$ cat src/source/uart_config.svh
//////////////////////////////////////////////////
// UART configuration
// Register map, line status bits and reset divisor
//////////////////////////////////////////////////

`ifndef UART_CONFIG_SVH
`define UART_CONFIG_SVH

// Register addresses on the 8-bit bus
`define UART_ADR_DATA 3'd0
`define UART_ADR_DIVL 3'd2
`define UART_ADR_DIVH 3'd3
`define UART_ADR_MCR  3'd4
`define UART_ADR_LSR  3'd5

// Modem control bits
`define UART_MCR_LOOP 4

// Line status bits
`define UART_LSR_DR   0
`define UART_LSR_OE   1
`define UART_LSR_FE   3
`define UART_LSR_THRE 5
`define UART_LSR_TEMT 6

// Clock cycles per bit out of reset
`define UART_DIV_RESET 16'd16

`endif

$ cat src/source/uart_pkg.sv
//////////////////////////////////////////////////
// UART package
// Shared vector types, transfer structs and FSM states
//////////////////////////////////////////////////

package uart_pkg;

  // Data byte on the bus and the serial line
  typedef logic [7:0] uart_byte_t;

  // Register address
  typedef logic [2:0] uart_addr_t;

  // Clock cycles in one bit period
  typedef logic [15:0] uart_div_t;

  // Register access issued by the bridge
  typedef struct packed {
    logic       we;
    logic       re;
    uart_addr_t adr;
    uart_byte_t dat;
  } reg_access_t;

  // Received frame report
  typedef struct packed {
    logic       valid;
    uart_byte_t data;
    logic       frame_err;
  } rx_event_t;

  // Bridge acknowledge FSM
  typedef enum logic [1:0] {BR_IDLE, BR_ACK, BR_HOLD1, BR_HOLD2} bridge_state_t;

  // Serial FSMs
  typedef enum logic [1:0] {TX_IDLE, TX_START, TX_DATA, TX_STOP} tx_state_t;
  typedef enum logic [1:0] {RX_IDLE, RX_START, RX_DATA, RX_STOP} rx_state_t;

endpackage

$ cat src/source/uart_bridge_wb.sv
//////////////////////////////////////////////////
// UART Wishbone bridge
// Samples the classic bus, paces the acknowledge
// and issues single-cycle register strobes
//////////////////////////////////////////////////

`timescale 1ns/1ps

module uart_bridge_wb (
  input  logic                  clk,
  input  logic                  wb_rst_i,
  input  logic                  wb_cyc_i,
  input  logic                  wb_stb_i,
  input  logic                  wb_we_i,
  input  uart_pkg::uart_addr_t  wb_adr_i,
  input  uart_pkg::uart_byte_t  wb_dat_i,
  output uart_pkg::uart_byte_t  wb_dat_o,
  output logic                  wb_ack_o,
  input  uart_pkg::uart_byte_t  rd_data_i,
  output uart_pkg::reg_access_t access_o
);

  // Sampled bus control
  logic cyc_s;
  logic stb_s;
  logic we_s;

  // Sampled address and write data
  uart_pkg::uart_addr_t adr_s;
  uart_pkg::uart_byte_t dat_s;

  uart_pkg::bridge_state_t state;

  logic req_s;

  //////////////////////////////////////////////////
  // Bus sampling
  //////////////////////////////////////////////////

  always_ff @(posedge clk or posedge wb_rst_i) begin
    if (wb_rst_i) begin
      cyc_s <= 1'b0;
      stb_s <= 1'b0;
      we_s  <= 1'b0;
    end else begin
      cyc_s <= wb_cyc_i;
      stb_s <= wb_stb_i;
      we_s  <= wb_we_i;
    end
  end

  // Address and data follow the bus every cycle
  always_ff @(posedge clk) begin
    adr_s <= wb_adr_i;
    dat_s <= wb_dat_i;
  end

  assign req_s = stb_s & cyc_s;

  //////////////////////////////////////////////////
  // Acknowledge FSM
  //////////////////////////////////////////////////

  always_ff @(posedge clk or posedge wb_rst_i) begin
    if (wb_rst_i) begin
      state    <= uart_pkg::BR_IDLE;
      wb_ack_o <= 1'b0;
    end else begin
      case (state)
        uart_pkg::BR_IDLE: begin
          // Ack one cycle after the sampled request
          if (req_s) begin
            wb_ack_o <= 1'b1;
            state    <= uart_pkg::BR_ACK;
          end
        end
        uart_pkg::BR_ACK: begin
          wb_ack_o <= 1'b0;
          state    <= uart_pkg::BR_HOLD1;
        end
        // Recovery cycles while the master drops stb
        uart_pkg::BR_HOLD1: state <= uart_pkg::BR_HOLD2;
        default:            state <= uart_pkg::BR_IDLE;
      endcase
    end
  end

  // Strobes only in the first sampled cycle
  assign access_o = '{we:  req_s & we_s & (state == uart_pkg::BR_IDLE),
                      re:  req_s & ~we_s & (state == uart_pkg::BR_IDLE),
                      adr: adr_s,
                      dat: dat_s};

  // Read data lands in the ack cycle
  always_ff @(posedge clk or posedge wb_rst_i) begin
    if (wb_rst_i) begin
      wb_dat_o <= '0;
    end else begin
      wb_dat_o <= rd_data_i;
    end
  end

endmodule

$ cat src/source/uart_regs.sv
//////////////////////////////////////////////////
// UART register file
// Holding and receive bytes, divisor, MCR, line
// status and the bit-rate tick generator
//////////////////////////////////////////////////

`timescale 1ns/1ps
`include "uart_config.svh"

module uart_regs (
  input  logic                  clk,
  input  logic                  wb_rst_i,
  input  uart_pkg::reg_access_t access_i,
  output uart_pkg::uart_byte_t  rd_data_o,
  input  uart_pkg::rx_event_t   rx_evt_i,
  input  logic                  tx_busy_i,
  output logic                  tx_start_o,
  output uart_pkg::uart_byte_t  tx_data_o,
  output logic                  bit_tick_o,
  output logic                  loopback_o,
  output uart_pkg::uart_div_t   divisor_o
);

  uart_pkg::uart_byte_t thr;
  uart_pkg::uart_byte_t rbr;
  uart_pkg::uart_byte_t mcr;
  uart_pkg::uart_byte_t lsr;
  uart_pkg::uart_div_t  divisor;
  uart_pkg::uart_div_t  tick_cnt;

  // Status flags
  logic thr_full;
  logic dr;
  logic oe;
  logic fe;

  // Decoded strobes
  logic wr_thr;
  logic wr_div;
  logic rd_rbr;
  logic rd_lsr;

  assign wr_thr = access_i.we && (access_i.adr == `UART_ADR_DATA);
  assign wr_div = access_i.we && ((access_i.adr == `UART_ADR_DIVL) ||
                                  (access_i.adr == `UART_ADR_DIVH));
  assign rd_rbr = access_i.re && (access_i.adr == `UART_ADR_DATA);
  assign rd_lsr = access_i.re && (access_i.adr == `UART_ADR_LSR);

  // Hand the byte over on a tick so the start bit is full length
  assign tx_start_o = thr_full & ~tx_busy_i & bit_tick_o;
  assign tx_data_o  = thr;
  assign loopback_o = mcr[`UART_MCR_LOOP];
  assign divisor_o  = divisor;

  //////////////////////////////////////////////////
  // Control registers and flags
  //////////////////////////////////////////////////

  always_ff @(posedge clk or posedge wb_rst_i) begin
    if (wb_rst_i) begin
      thr_full <= 1'b0;
      dr       <= 1'b0;
      oe       <= 1'b0;
      fe       <= 1'b0;
      mcr      <= '0;
      divisor  <= `UART_DIV_RESET;
    end else begin
      // A new write wins over the transmitter taking the byte
      if (wr_thr) thr_full <= 1'b1;
      else if (tx_start_o) thr_full <= 1'b0;

      if (access_i.we && (access_i.adr == `UART_ADR_DIVL)) divisor[7:0]  <= access_i.dat;
      if (access_i.we && (access_i.adr == `UART_ADR_DIVH)) divisor[15:8] <= access_i.dat;
      if (access_i.we && (access_i.adr == `UART_ADR_MCR)) mcr <= access_i.dat;

      // Receive events take priority over read clears
      if (rx_evt_i.valid) dr <= 1'b1;
      else if (rd_rbr) dr <= 1'b0;

      if (rx_evt_i.valid && dr && !rd_rbr) oe <= 1'b1;
      else if (rd_lsr) oe <= 1'b0;

      if (rx_evt_i.valid && rx_evt_i.frame_err) fe <= 1'b1;
      else if (rd_lsr) fe <= 1'b0;
    end
  end

  // Data bytes
  always_ff @(posedge clk) begin
    if (wr_thr) thr <= access_i.dat;
    // Newest byte overwrites an unread one
    if (rx_evt_i.valid) rbr <= rx_evt_i.data;
  end

  //////////////////////////////////////////////////
  // Bit-rate tick
  //////////////////////////////////////////////////

  always_ff @(posedge clk or posedge wb_rst_i) begin
    if (wb_rst_i) begin
      tick_cnt   <= '0;
      bit_tick_o <= 1'b0;
    end else if (wr_div) begin
      // Restart the period on a new divisor
      tick_cnt   <= '0;
      bit_tick_o <= 1'b0;
    end else if (tick_cnt == divisor - 16'd1) begin
      tick_cnt   <= '0;
      bit_tick_o <= 1'b1;
    end else begin
      tick_cnt   <= tick_cnt + 16'd1;
      bit_tick_o <= 1'b0;
    end
  end

  //////////////////////////////////////////////////
  // Read decode
  //////////////////////////////////////////////////

  always_comb begin
    lsr                  = '0;
    lsr[`UART_LSR_DR]    = dr;
    lsr[`UART_LSR_OE]    = oe;
    lsr[`UART_LSR_FE]    = fe;
    lsr[`UART_LSR_THRE]  = ~thr_full;
    // Transmitter fully drained
    lsr[`UART_LSR_TEMT]  = ~thr_full & ~tx_busy_i;
  end

  always_comb begin
    case (access_i.adr)
      `UART_ADR_DATA: rd_data_o = rbr;
      `UART_ADR_DIVL: rd_data_o = divisor[7:0];
      `UART_ADR_DIVH: rd_data_o = divisor[15:8];
      `UART_ADR_MCR:  rd_data_o = mcr;
      `UART_ADR_LSR:  rd_data_o = lsr;
      default:        rd_data_o = '0;
    endcase
  end

endmodule

$ cat src/source/uart_tx.sv
//////////////////////////////////////////////////
// UART transmitter
// Sends 8N1 frames paced by the bit tick
//////////////////////////////////////////////////

`timescale 1ns/1ps

module uart_tx (
  input  logic                 clk,
  input  logic                 wb_rst_i,
  input  logic                 bit_tick_i,
  input  logic                 start_i,
  input  uart_pkg::uart_byte_t data_i,
  output logic                 busy_o,
  output logic                 tx_o
);

  uart_pkg::tx_state_t  state;
  uart_pkg::uart_byte_t shreg;
  logic [2:0]           bit_cnt;

  assign busy_o = (state != uart_pkg::TX_IDLE);

  //////////////////////////////////////////////////
  // Frame FSM
  //////////////////////////////////////////////////

  always_ff @(posedge clk or posedge wb_rst_i) begin
    if (wb_rst_i) begin
      state   <= uart_pkg::TX_IDLE;
      tx_o    <= 1'b1;
      bit_cnt <= '0;
    end else begin
      case (state)
        uart_pkg::TX_IDLE: begin
          // Start bit begins on the accepting tick
          if (start_i) begin
            state <= uart_pkg::TX_START;
            tx_o  <= 1'b0;
          end
        end
        uart_pkg::TX_START: begin
          if (bit_tick_i) begin
            state   <= uart_pkg::TX_DATA;
            tx_o    <= shreg[0];
            bit_cnt <= '0;
          end
        end
        uart_pkg::TX_DATA: begin
          if (bit_tick_i) begin
            if (bit_cnt == 3'd7) begin
              state <= uart_pkg::TX_STOP;
              tx_o  <= 1'b1;
            end else begin
              tx_o    <= shreg[0];
              bit_cnt <= bit_cnt + 3'd1;
            end
          end
        end
        default: begin
          // Stop bit held for one full period
          if (bit_tick_i) state <= uart_pkg::TX_IDLE;
        end
      endcase
    end
  end

  // Shift register, LSB goes out first
  always_ff @(posedge clk) begin
    if ((state == uart_pkg::TX_IDLE) && start_i) begin
      shreg <= data_i;
    end else if (bit_tick_i && ((state == uart_pkg::TX_START) ||
                                (state == uart_pkg::TX_DATA))) begin
      shreg <= {1'b0, shreg[7:1]};
    end
  end

endmodule

$ cat src/source/uart_rx.sv
//////////////////////////////////////////////////
// UART receiver
// Detects the start edge and samples each bit
// at mid-bit using the divisor
//////////////////////////////////////////////////

`timescale 1ns/1ps

module uart_rx (
  input  logic                clk,
  input  logic                wb_rst_i,
  input  uart_pkg::uart_div_t divisor_i,
  input  logic                rx_i,
  output uart_pkg::rx_event_t evt_o
);

  uart_pkg::rx_state_t  state;
  uart_pkg::uart_div_t  cnt;
  uart_pkg::uart_div_t  half_last;
  uart_pkg::uart_div_t  full_last;
  uart_pkg::uart_byte_t shreg;
  uart_pkg::uart_byte_t evt_data;
  logic [2:0]           bit_cnt;

  // Synchronizer and edge history, idle high
  logic rx_meta;
  logic rx_sync;
  logic rx_prev;

  logic evt_valid;
  logic evt_fe;
  logic at_half;
  logic at_full;

  assign half_last = (divisor_i >> 1) - 16'd1;
  assign full_last = divisor_i - 16'd1;
  assign at_half   = (cnt == half_last);
  assign at_full   = (cnt == full_last);

  //////////////////////////////////////////////////
  // Receive FSM
  //////////////////////////////////////////////////

  always_ff @(posedge clk or posedge wb_rst_i) begin
    if (wb_rst_i) begin
      rx_meta   <= 1'b1;
      rx_sync   <= 1'b1;
      rx_prev   <= 1'b1;
      state     <= uart_pkg::RX_IDLE;
      cnt       <= '0;
      bit_cnt   <= '0;
      evt_valid <= 1'b0;
    end else begin
      rx_meta   <= rx_i;
      rx_sync   <= rx_meta;
      rx_prev   <= rx_sync;
      evt_valid <= 1'b0;
      case (state)
        uart_pkg::RX_IDLE: begin
          // Falling edge opens a frame
          if (rx_prev && !rx_sync) begin
            state <= uart_pkg::RX_START;
            cnt   <= '0;
          end
        end
        uart_pkg::RX_START: begin
          if (at_half) begin
            cnt     <= '0;
            bit_cnt <= '0;
            // High at mid-bit means a glitch
            state   <= rx_sync ? uart_pkg::RX_IDLE : uart_pkg::RX_DATA;
          end else begin
            cnt <= cnt + 16'd1;
          end
        end
        uart_pkg::RX_DATA: begin
          if (at_full) begin
            cnt <= '0;
            if (bit_cnt == 3'd7) state <= uart_pkg::RX_STOP;
            else bit_cnt <= bit_cnt + 3'd1;
          end else begin
            cnt <= cnt + 16'd1;
          end
        end
        default: begin
          // Report the frame at stop bit mid-point
          if (at_full) begin
            evt_valid <= 1'b1;
            state     <= uart_pkg::RX_IDLE;
          end else begin
            cnt <= cnt + 16'd1;
          end
        end
      endcase
    end
  end

  // Data shift and event payload
  always_ff @(posedge clk) begin
    if ((state == uart_pkg::RX_DATA) && at_full) shreg <= {rx_sync, shreg[7:1]};
    if ((state == uart_pkg::RX_STOP) && at_full) begin
      evt_data <= shreg;
      // Low stop bit is a framing error
      evt_fe   <= ~rx_sync;
    end
  end

  assign evt_o = '{valid: evt_valid, data: evt_data, frame_err: evt_fe};

endmodule

$ cat src/source/uart_top.sv
//////////////////////////////////////////////////
// UART top level
// Wishbone bridge, registers, serial engines and
// the loopback path
//////////////////////////////////////////////////

`timescale 1ns/1ps

module uart_top (
  input  logic                 clk,
  input  logic                 wb_rst_i,
  input  logic                 wb_cyc_i,
  input  logic                 wb_stb_i,
  input  logic                 wb_we_i,
  input  uart_pkg::uart_addr_t wb_adr_i,
  input  uart_pkg::uart_byte_t wb_dat_i,
  output uart_pkg::uart_byte_t wb_dat_o,
  output logic                 wb_ack_o,
  input  logic                 rx_i,
  output logic                 tx_o
);

  uart_pkg::reg_access_t access;
  uart_pkg::uart_byte_t  rd_data;
  uart_pkg::rx_event_t   rx_evt;
  uart_pkg::uart_byte_t  tx_data;
  uart_pkg::uart_div_t   divisor;

  logic tx_busy;
  logic tx_start;
  logic bit_tick;
  logic loopback;
  logic rx_line;

  // Receiver listens to our own transmitter in loopback
  assign rx_line = loopback ? tx_o : rx_i;

  uart_bridge_wb u_bridge (
    .clk       (clk),
    .wb_rst_i  (wb_rst_i),
    .wb_cyc_i  (wb_cyc_i),
    .wb_stb_i  (wb_stb_i),
    .wb_we_i   (wb_we_i),
    .wb_adr_i  (wb_adr_i),
    .wb_dat_i  (wb_dat_i),
    .wb_dat_o  (wb_dat_o),
    .wb_ack_o  (wb_ack_o),
    .rd_data_i (rd_data),
    .access_o  (access)
  );

  uart_regs u_regs (
    .clk        (clk),
    .wb_rst_i   (wb_rst_i),
    .access_i   (access),
    .rd_data_o  (rd_data),
    .rx_evt_i   (rx_evt),
    .tx_busy_i  (tx_busy),
    .tx_start_o (tx_start),
    .tx_data_o  (tx_data),
    .bit_tick_o (bit_tick),
    .loopback_o (loopback),
    .divisor_o  (divisor)
  );

  uart_tx u_tx (
    .clk        (clk),
    .wb_rst_i   (wb_rst_i),
    .bit_tick_i (bit_tick),
    .start_i    (tx_start),
    .data_i     (tx_data),
    .busy_o     (tx_busy),
    .tx_o       (tx_o)
  );

  uart_rx u_rx (
    .clk       (clk),
    .wb_rst_i  (wb_rst_i),
    .divisor_i (divisor),
    .rx_i      (rx_line),
    .evt_o     (rx_evt)
  );

endmodule

$ cat config.mk
export PLATFORM = sky130hd
export DESIGN_NAME = uart_top
export DESIGN_NICKNAME = d
export VERILOG_FILES = /design/src/source/uart_pkg.sv /design/src/source/uart_bridge_wb.sv /design/src/source/uart_regs.sv /design/src/source/uart_tx.sv /design/src/source/uart_rx.sv /design/src/source/uart_top.sv
export VERILOG_INCLUDE_DIRS = /design/src /design/src/source
export SDC_FILE = /design/constraint.sdc
export NUM_CORES = 1
export LEC_CHECK = 0
export ABC_AREA = 1
export BUFFER_PORTS_ARGS = -buffer_cell sky130_fd_sc_hd__buf_2
export CORE_MARGIN = 5
export CORE_UTILIZATION = 25
export CTS_BUF_LIST = sky130_fd_sc_hd__clkbuf_16
export CTS_CLUSTER_SIZE = 10
export DETAILED_ROUTE_END_ITERATION = 16
export GPL_TIMING_DRIVEN = 0
export SLEW_MARGIN = 20
export SYNTH_ARGS = -nofsm -noshare
export SYNTH_HDL_FRONTEND = slang
export SYNTH_SLANG_ARGS = --single-unit
$ cat constraint.sdc
create_clock -name clk -period 7.15 [get_ports clk]
set_input_delay 0.715 -clock clk [delete_from_list [all_inputs] [get_ports clk]]
set_output_delay 0.715 -clock clk [all_outputs]
set_load 0.1 [all_outputs]
==> After elaboration in Yosys (flattened, before gate mapping) <==
Cells that the tools add are included.
{ "totals": {"regBits": 142, "output_inout_bits": 10} }
{ "op_classes": {"n_addsub": 6, "n_eq_ne": 28, "mux": 51, "bitwise_logic": 12, "reduce_logical": 43} }
{ "op_table": {"columns": ["op", "count"], "rows": [
  ["16-bit two-way mux", 6],
  ["16-bit equality test", 3],
  ["16-bit case mux with 3 select lines", 1],
  ["8-bit case mux with 5 select lines", 1],
  ["16-bit by 1-bit adder with 16-bit output (second input constant)", 2],
  ["2-bit two-way mux", 12],
  ["2-bit nonzero test", 10],
  ["3-bit two-way mux", 6],
  ["2-bit case mux with 3 select lines", 3],
  ["1-bit two-way mux", 16],
  ["8-bit two-way mux", 2],
  ["15-bit by 1-bit subtractor with 16-bit output (second input constant)", 1],
  ["16-bit by 1-bit subtractor with 16-bit output (second input constant)", 1],
  ["1-bit logical AND", 15],
  ["2-bit by 1-bit inequality test with 1-bit output (second input constant)", 7],
  ["3-bit equality test (second input constant)", 4],
  ["3-bit case mux with 2 select lines", 2],
  ["4-bit AND reduction", 3],
  ["5-bit AND reduction", 2],
  ["1-bit AND", 8],
  ["2-bit equality test (second input constant)", 4],
  ["2-bit inequality test (second input constant)", 4],
  ["3-bit by 1-bit adder with 3-bit output (second input constant)", 2],
  ["2-bit by 1-bit equality test with 1-bit output (second input constant)", 3],
  ["other kinds (12)", 22]
]} }

==> Depth between registers and ports, before layout <==
{ "logic_depth": {"word_depth": 7, "mapped_depth": 19, "ltp_nobuf": 18} }

==> Modules after synthesis <==
From an unflattened synthesis, not the netlist that was laid out.
{ "unflattened": {"hier_cells": 1162, "area_unflattened_um2": 8789.7} }
{ "modules_own_cells": {"columns": ["mod", "instances", "cells_each", "area_each_um2", "seq_area_each_um2"], "rows": [
  ["uart_rx", 1, 561, 3704.8, 1139.8],
  ["uart_regs", 1, 449, 3527.1, 1607.8],
  ["uart_tx", 1, 95, 819.5, 391.6],
  ["uart_bridge_wb", 1, 53, 723.2, 570.5],
  ["uart_top", 1, 4, 15.0, 0.0]
]} }

==> Worst setup path after synthesis <==
No wires, ideal clock.
{ "synth_timing": {"kind": "register to register", "start": "register u_regs.divisor[1] (netlist: u_regs.divisor_o[1])", "end": "register u_rx.shreg[0] (enable)", "setup_time_ns": 0.370, "arrival_ns": 2.220, "required_time_ns": 6.780, "path_slack_ns": 4.559, "path_stages_with_launch": 16, "n_path_buf": 1, "synth_period_minus_slack_ns": 2.591, "path_cell_list": "dfrtp_1 inv_1 ha_1 inv_2 nor2_1 nand2_1 nor2_1 nand2_1 nand2_1 nand2_1 nand2_1 nand2_1 nor2_2 nand3_4 buf_6 nor2_1"} }
{ "synth_via": {"elab_chain_cells": 3} }
{ "synth_rtl": {"columns": ["element", "line", "rtl"], "rows": [
  ["start: declaration", "uart_regs.sv:28", "uart_pkg::uart_div_t divisor;"],
  ["start signal: assignment", "uart_regs.sv:66", "divisor <= `UART_DIV_RESET;"],
  ["start signal: assignment", "uart_regs.sv:72", "if (access_i.we && (access_i.adr == `UART_ADR_DIVL)) divisor[7:0] <= access_i.dat;"],
  ["16-bit by 1-bit subtractor with 16-bit output", "uart_rx.sv:36", "assign full_last = divisor_i - 16'd1;"],
  ["16-bit equality test", "uart_rx.sv:38", "assign at_full = (cnt == full_last);"],
  ["1-bit logical AND", "uart_rx.sv:100", "if ((state == uart_pkg::RX_DATA) && at_full) shreg <= {rx_sync, shreg[7:1]};"],
  ["end signal: assignment", "uart_rx.sv:100", null],
  ["end: declaration", "uart_rx.sv:21", "uart_pkg::uart_byte_t shreg;"]
]} }
No other way between the ends.
A chain may end at the register's enable or synchronous reset.

==> Final worst setup path <==
{ "layout_timing": {"start": "register u_regs.divisor[0] (netlist: u_regs.divisor_o[0])", "end": "register u_rx.evt_data[3] (enable)"} }
{ "layout_via": {"elab_chain_cells": 3} }
{ "layout_rtl": {"columns": ["element", "line", "rtl"], "rows": [
  ["16-bit by 1-bit subtractor with 16-bit output", "uart_rx.sv:36", null],
  ["16-bit equality test", "uart_rx.sv:38", null],
  ["1-bit logical AND", "uart_rx.sv:101", "if ((state == uart_pkg::RX_STOP) && at_full) begin"],
  ["end signal: assignment", "uart_rx.sv:102", "evt_data <= shreg;"],
  ["end: declaration", "uart_rx.sv:22", "uart_pkg::uart_byte_t evt_data;"]
]} }
No other way between the ends.

==> results.yml <==
logic_synthesis:
  synth_flop_cell: "sky130_fd_sc_hd__dfrtp_1"
  yosys.area_share.simple: 0.306
  synth_top_family_by_area: "simple AND/OR/NAND/NOR gates"
  syn_area_um2: 7990
  synth-edff-count: 41
  synthDistinctLibCells: 48
  synthArstFlopShare: 0.634
  synth_fa_ha_area_frac: 0.0219
  syn_avg_cell_area_um2: 8.11
  synthCells: 985
  seq_area_frac_synth: 0.464
  ys_seq_elements: 142
  synth_compound_gate_area_share: 0.0609
  syn_nets: 1016
  post_synth_xor_area_fraction: 0.0659
  synth.mux.area_fraction: 0
  yosys_warnings: 0
sta:
  totalNegativeSetupSlack_ns: 0
  setup_violations: 0
  final_max_slew_viols: 0
  whs_ns: 0.224
  worst_clock_skew_ns: 0.0124
  max_clock_freq_ghz: 0.288
  unrepaired_setup_endpoints_after_global_routing: "false"
  final-hold-violation-count: 0
  timing.max_slew.rel_slack: 0.361
  worst-slew-pin-transition_ns: 0.951
  min_period_ns: 3.47
  final_cycle_share: 0.485
routing:
  wire_per_inst_um: 13.6
  mean_number_of_vias_per_cell: 4.49
  vias: 6495
  drcViolationCount: 0
  firstDrtPassIters: 4
  routed_wirelength_um: 19700
  detail_route.iter0.violations: 534
  drtAntennaViolNets: 0
layout:
  regArea_um2: 3710
  filler_instances: 3359
  multi_input_area_um2: 3640
  synth_to_layout_area_growth_pct: 16.3
  layout.cells.most_common: "sky130_fd_sc_hd__nand2_1"
  insertedDiodeCount: 0
  layout.cells.most_common_list: "276 x sky130_fd_sc_hd__nand2_1, 115 x sky130_fd_sc_hd__inv_1, 96 x sky130_fd_sc_hd__nand3_1, 86 x sky130_fd_sc_hd__nor2_1, 85 x sky130_fd_sc_hd__dfrtp_1"
  finish.net_count: 1062
  layout-drive-gt1-share: 0.120
floorplanning:
  rows: 65
  chipHeight_um: 189
  start_util: 0.253
  fp.dieArea_um2: 35600
  die_x_um: 189
  io_pins: 27
  fp.coreArea_um2: 31600
clock_network:
  cts_tree: "yes"
  numClockSinks: 142
  cts-root-to-sink-buffers: 2
  cts_hold_buf: 0
  cts.root.buffer_cell: "sky130_fd_sc_hd__clkbuf_16"
  postCtsResizedCells: 0
  clk_pin_slew_ns: 0.07
  post-cts-setup-buffers: 0
  cts_htree_levels: 4
  clk-insertion-delay-late_ns: 0.43
  cts-buffers-inserted: 17
critical_path:
  critical_path_peak_fanout: 10
  critical-path-top-delay-family: "simple AND/OR/NAND/NOR gates"
  cp-start-kind: "flop"
  data_arrival_time_of_the_critical_path_ns: 3.52
  path_buf_inv: 3
  max_stage_delay_ns: 0.68
  cpMaxStageDelayCell: "sky130_fd_sc_hd__nor2_1"
  critical_path.cell_chain: "inv_2 > ha_1 > inv_1 > nand2_1 > nand2_1 > xor2_1 > nand2_1 > nor2_1 > inv_1 > nor2_1 > nand4_1 > a21oi_1 > nand4_1 > nor2_1"
  worst-setup-path-type: "reg2reg"
  critPathRequiredTime_ns: 7.20
  critical_path.endpoint_type: "flop"
global_route:
  grt.total_usage: 0.113
  grt_antenna_before_repair: 0
  grt_max_degree: 71
  overflow: 0
  number_of_global_route_vias_before_repair: 6313
  grt_first_pass_wirelength_um: 32400
place:
  port_buffers: 26
  globalplace.congestion: 0.891
  place.detailed.hpwl_um: 14900
job:
  maximum_capacitance_violations: 0
power_and_ir_drop:
  power.leakage_uw: 0.00429
  switching_share: 0.427
  ir_drop_mv: 0.236
  cellPowerDensity_nw_per_um2: 384
  power.share.sequential: 0.290
  p_int_uw: 2040
  pwr-share-comb: 0.440
  power_frac_clock: 0.270
  switching_power_uw: 1520
run_status:
  status: "finished clean"
hold_path:
  hold_class: "in2async"
==> registers in the layout, summed over array words and instances (netlist names), 2 cells and up <==
name	count
u_bridge.adr_s	3
u_bridge.dat_s	8
u_bridge.state	2
u_bridge.wb_dat_o	8
u_regs.divisor_o	16
u_regs.mcr	8
u_regs.rbr	8
u_regs.tick_cnt	16
u_regs.tx_data_o	8
u_rx.bit_cnt	3
u_rx.cnt	16
u_rx.evt_data	8
u_rx.shreg	8
u_rx.state	2
u_tx.bit_cnt	3
u_tx.shreg	8
u_tx.state	2
==> power by group through the flow <==
| stage | Sequential, µW | Clock (µW) | Combinational, µW |
|---|---|---|---|
| final | 1040 | 962 | 1570 |
| after global routing | 1050 | 1020 | 1750 |
| after detailed placement | 1050 | 0 | 1550 |
| after floorplan | 1080 | 0 | 1170 |
| after global placement | 1050 | 0 | 1530 |
| after CTS | 1030 | 980 | 1560 |
==> synth_stat cells (2+ instances only) <==
library cell / number / area share
sky130_fd_sc_hd__o2111ai_1: 3 / 0.0033
sky130_fd_sc_hd__nand2_4: 2 / 0.0028
sky130_fd_sc_hd__clkbuf_1: 15 / 0.0070
sky130_fd_sc_hd__buf_6: 8 / 0.011
sky130_fd_sc_hd__nand3_1: 96 / 0.060
sky130_fd_sc_hd__edfxtp_1: 41 / 0.15
sky130_fd_sc_hd__inv_2: 2 / 0.00094
sky130_fd_sc_hd__nand4_1: 15 / 0.012
sky130_fd_sc_hd__or2_2: 3 / 0.0023
sky130_fd_sc_hd__buf_2: 6 / 0.0038
sky130_fd_sc_hd__ha_1: 14 / 0.022
sky130_fd_sc_hd__nand3_2: 3 / 0.0038
sky130_fd_sc_hd__nor2_2: 7 / 0.0055
sky130_fd_sc_hd__a32o_1: 2 / 0.0025
sky130_fd_sc_hd__o31ai_1: 2 / 0.0019
sky130_fd_sc_hd__nor3_1: 12 / 0.0075
sky130_fd_sc_hd__nor2_1: 86 / 0.040
sky130_fd_sc_hd__xor2_1: 47 / 0.052
sky130_fd_sc_hd__dfxtp_1: 11 / 0.028
sky130_fd_sc_hd__a221oi_1: 7 / 0.0077
sky130_fd_sc_hd__nor3_2: 2 / 0.0025
sky130_fd_sc_hd__xnor2_1: 8 / 0.0088
sky130_fd_sc_hd__clkinv_1: 3 / 0.0014
sky130_fd_sc_hd__dfrtp_1: 85 / 0.27
sky130_fd_sc_hd__nor2_4: 10 / 0.014
sky130_fd_sc_hd__inv_1: 116 / 0.054
sky130_fd_sc_hd__a21oi_1: 6 / 0.0038
sky130_fd_sc_hd__xnor3_1: 2 / 0.0056
sky130_fd_sc_hd__nor4_1: 3 / 0.0023
sky130_fd_sc_hd__o21ai_0: 43 / 0.027
sky130_fd_sc_hd__o21ai_1: 7 / 0.0044
sky130_fd_sc_hd__nand3b_1: 4 / 0.0038
sky130_fd_sc_hd__o22ai_1: 3 / 0.0023
sky130_fd_sc_hd__nand2_2: 14 / 0.011
sky130_fd_sc_hd__o211ai_1: 5 / 0.0047
sky130_fd_sc_hd__dfstp_2: 5 / 0.016
sky130_fd_sc_hd__nand2_1: 276 / 0.13
==> metal layers <==
metal,global-route usage,share of wire
met5,0,0
met4,0.0367,0.014
met3,0.0159,0.041
met2,0.179,0.46
met1,0.158,0.49
==> layout make-up <==
type / instances / area share
sequential: 142 / 0.399
multi-input combinational: 691 / 0.391
tap: 402 / 0.0541
inverter: 122 / 0.0501
clock buffer: 17 / 0.0458
clock inverter: 15 / 0.0224
buffer: 30 / 0.0198
timing repair buffer: 27 / 0.0170
==> logic make-up after synthesis <==
kind of cell / count (synthesis)
xor gates and xnor gates: 57
buffers and inverters: 152
and+or+nand+nor: 539
DFF: 142
AOI/OAI and AO/OA: 81
adders and majority gates: 14
==> final timing paths <==
kind	startpoint	to	slack [ns]	depth (start not counted)
setup / recovery	u_regs.divisor_o[0]	u_rx.evt_data[3]	3.68	14
hold / removal	wb_rst_i	u_regs.tick_cnt[3]	0.22	2
setup reg to reg	u_regs.divisor_o[0]	u_rx.evt_data[3]	3.68	14
hold reg to reg	u_rx.rx_meta	u_rx.rx_sync	0.36	0
max in group asynchronous	wb_rst_i	u_rx.rx_meta	6.26	3
min in group clk	u_rx.rx_meta	u_rx.rx_sync	0.36	0
==> worst reg2reg max path: stages (launching register included) <==
cell	delay [ns]
sky130_fd_sc_hd__dfrtp_1	0.53
sky130_fd_sc_hd__inv_2	0.15
sky130_fd_sc_hd__ha_1	0.31
sky130_fd_sc_hd__inv_1	0.08
sky130_fd_sc_hd__nand2_1	0.05
sky130_fd_sc_hd__nand2_1	0.19
sky130_fd_sc_hd__xor2_1	0.16
sky130_fd_sc_hd__nand2_1	0.07
sky130_fd_sc_hd__nor2_1	0.21
sky130_fd_sc_hd__inv_1	0.10
sky130_fd_sc_hd__nor2_1	0.12
sky130_fd_sc_hd__nand4_1	0.09
sky130_fd_sc_hd__a21oi_1	0.15
sky130_fd_sc_hd__nand4_1	0.21
sky130_fd_sc_hd__nor2_1	0.68
==> metrics by stage <==
step | util | area (µm²) | power (µW) | instances | setup slack [ns]
finish | 0.294 | 9290 | 3570 | 1446 | 3.68
global route | 0.294 | 9290 | 3810 | 1446 | 3.49
CTS | 0.294 | 9290 | 3570 | 1446 | 3.68
detailed placement | 0.274 | 8660 | 2600 | 1414 | 3.70
global placement | 0.273 | 8620 | 2570 | 1413 | 2.81
floorplan | - | 7990 | 2260 | 985 | 4.11
Power figures use the tool's default switching activity.
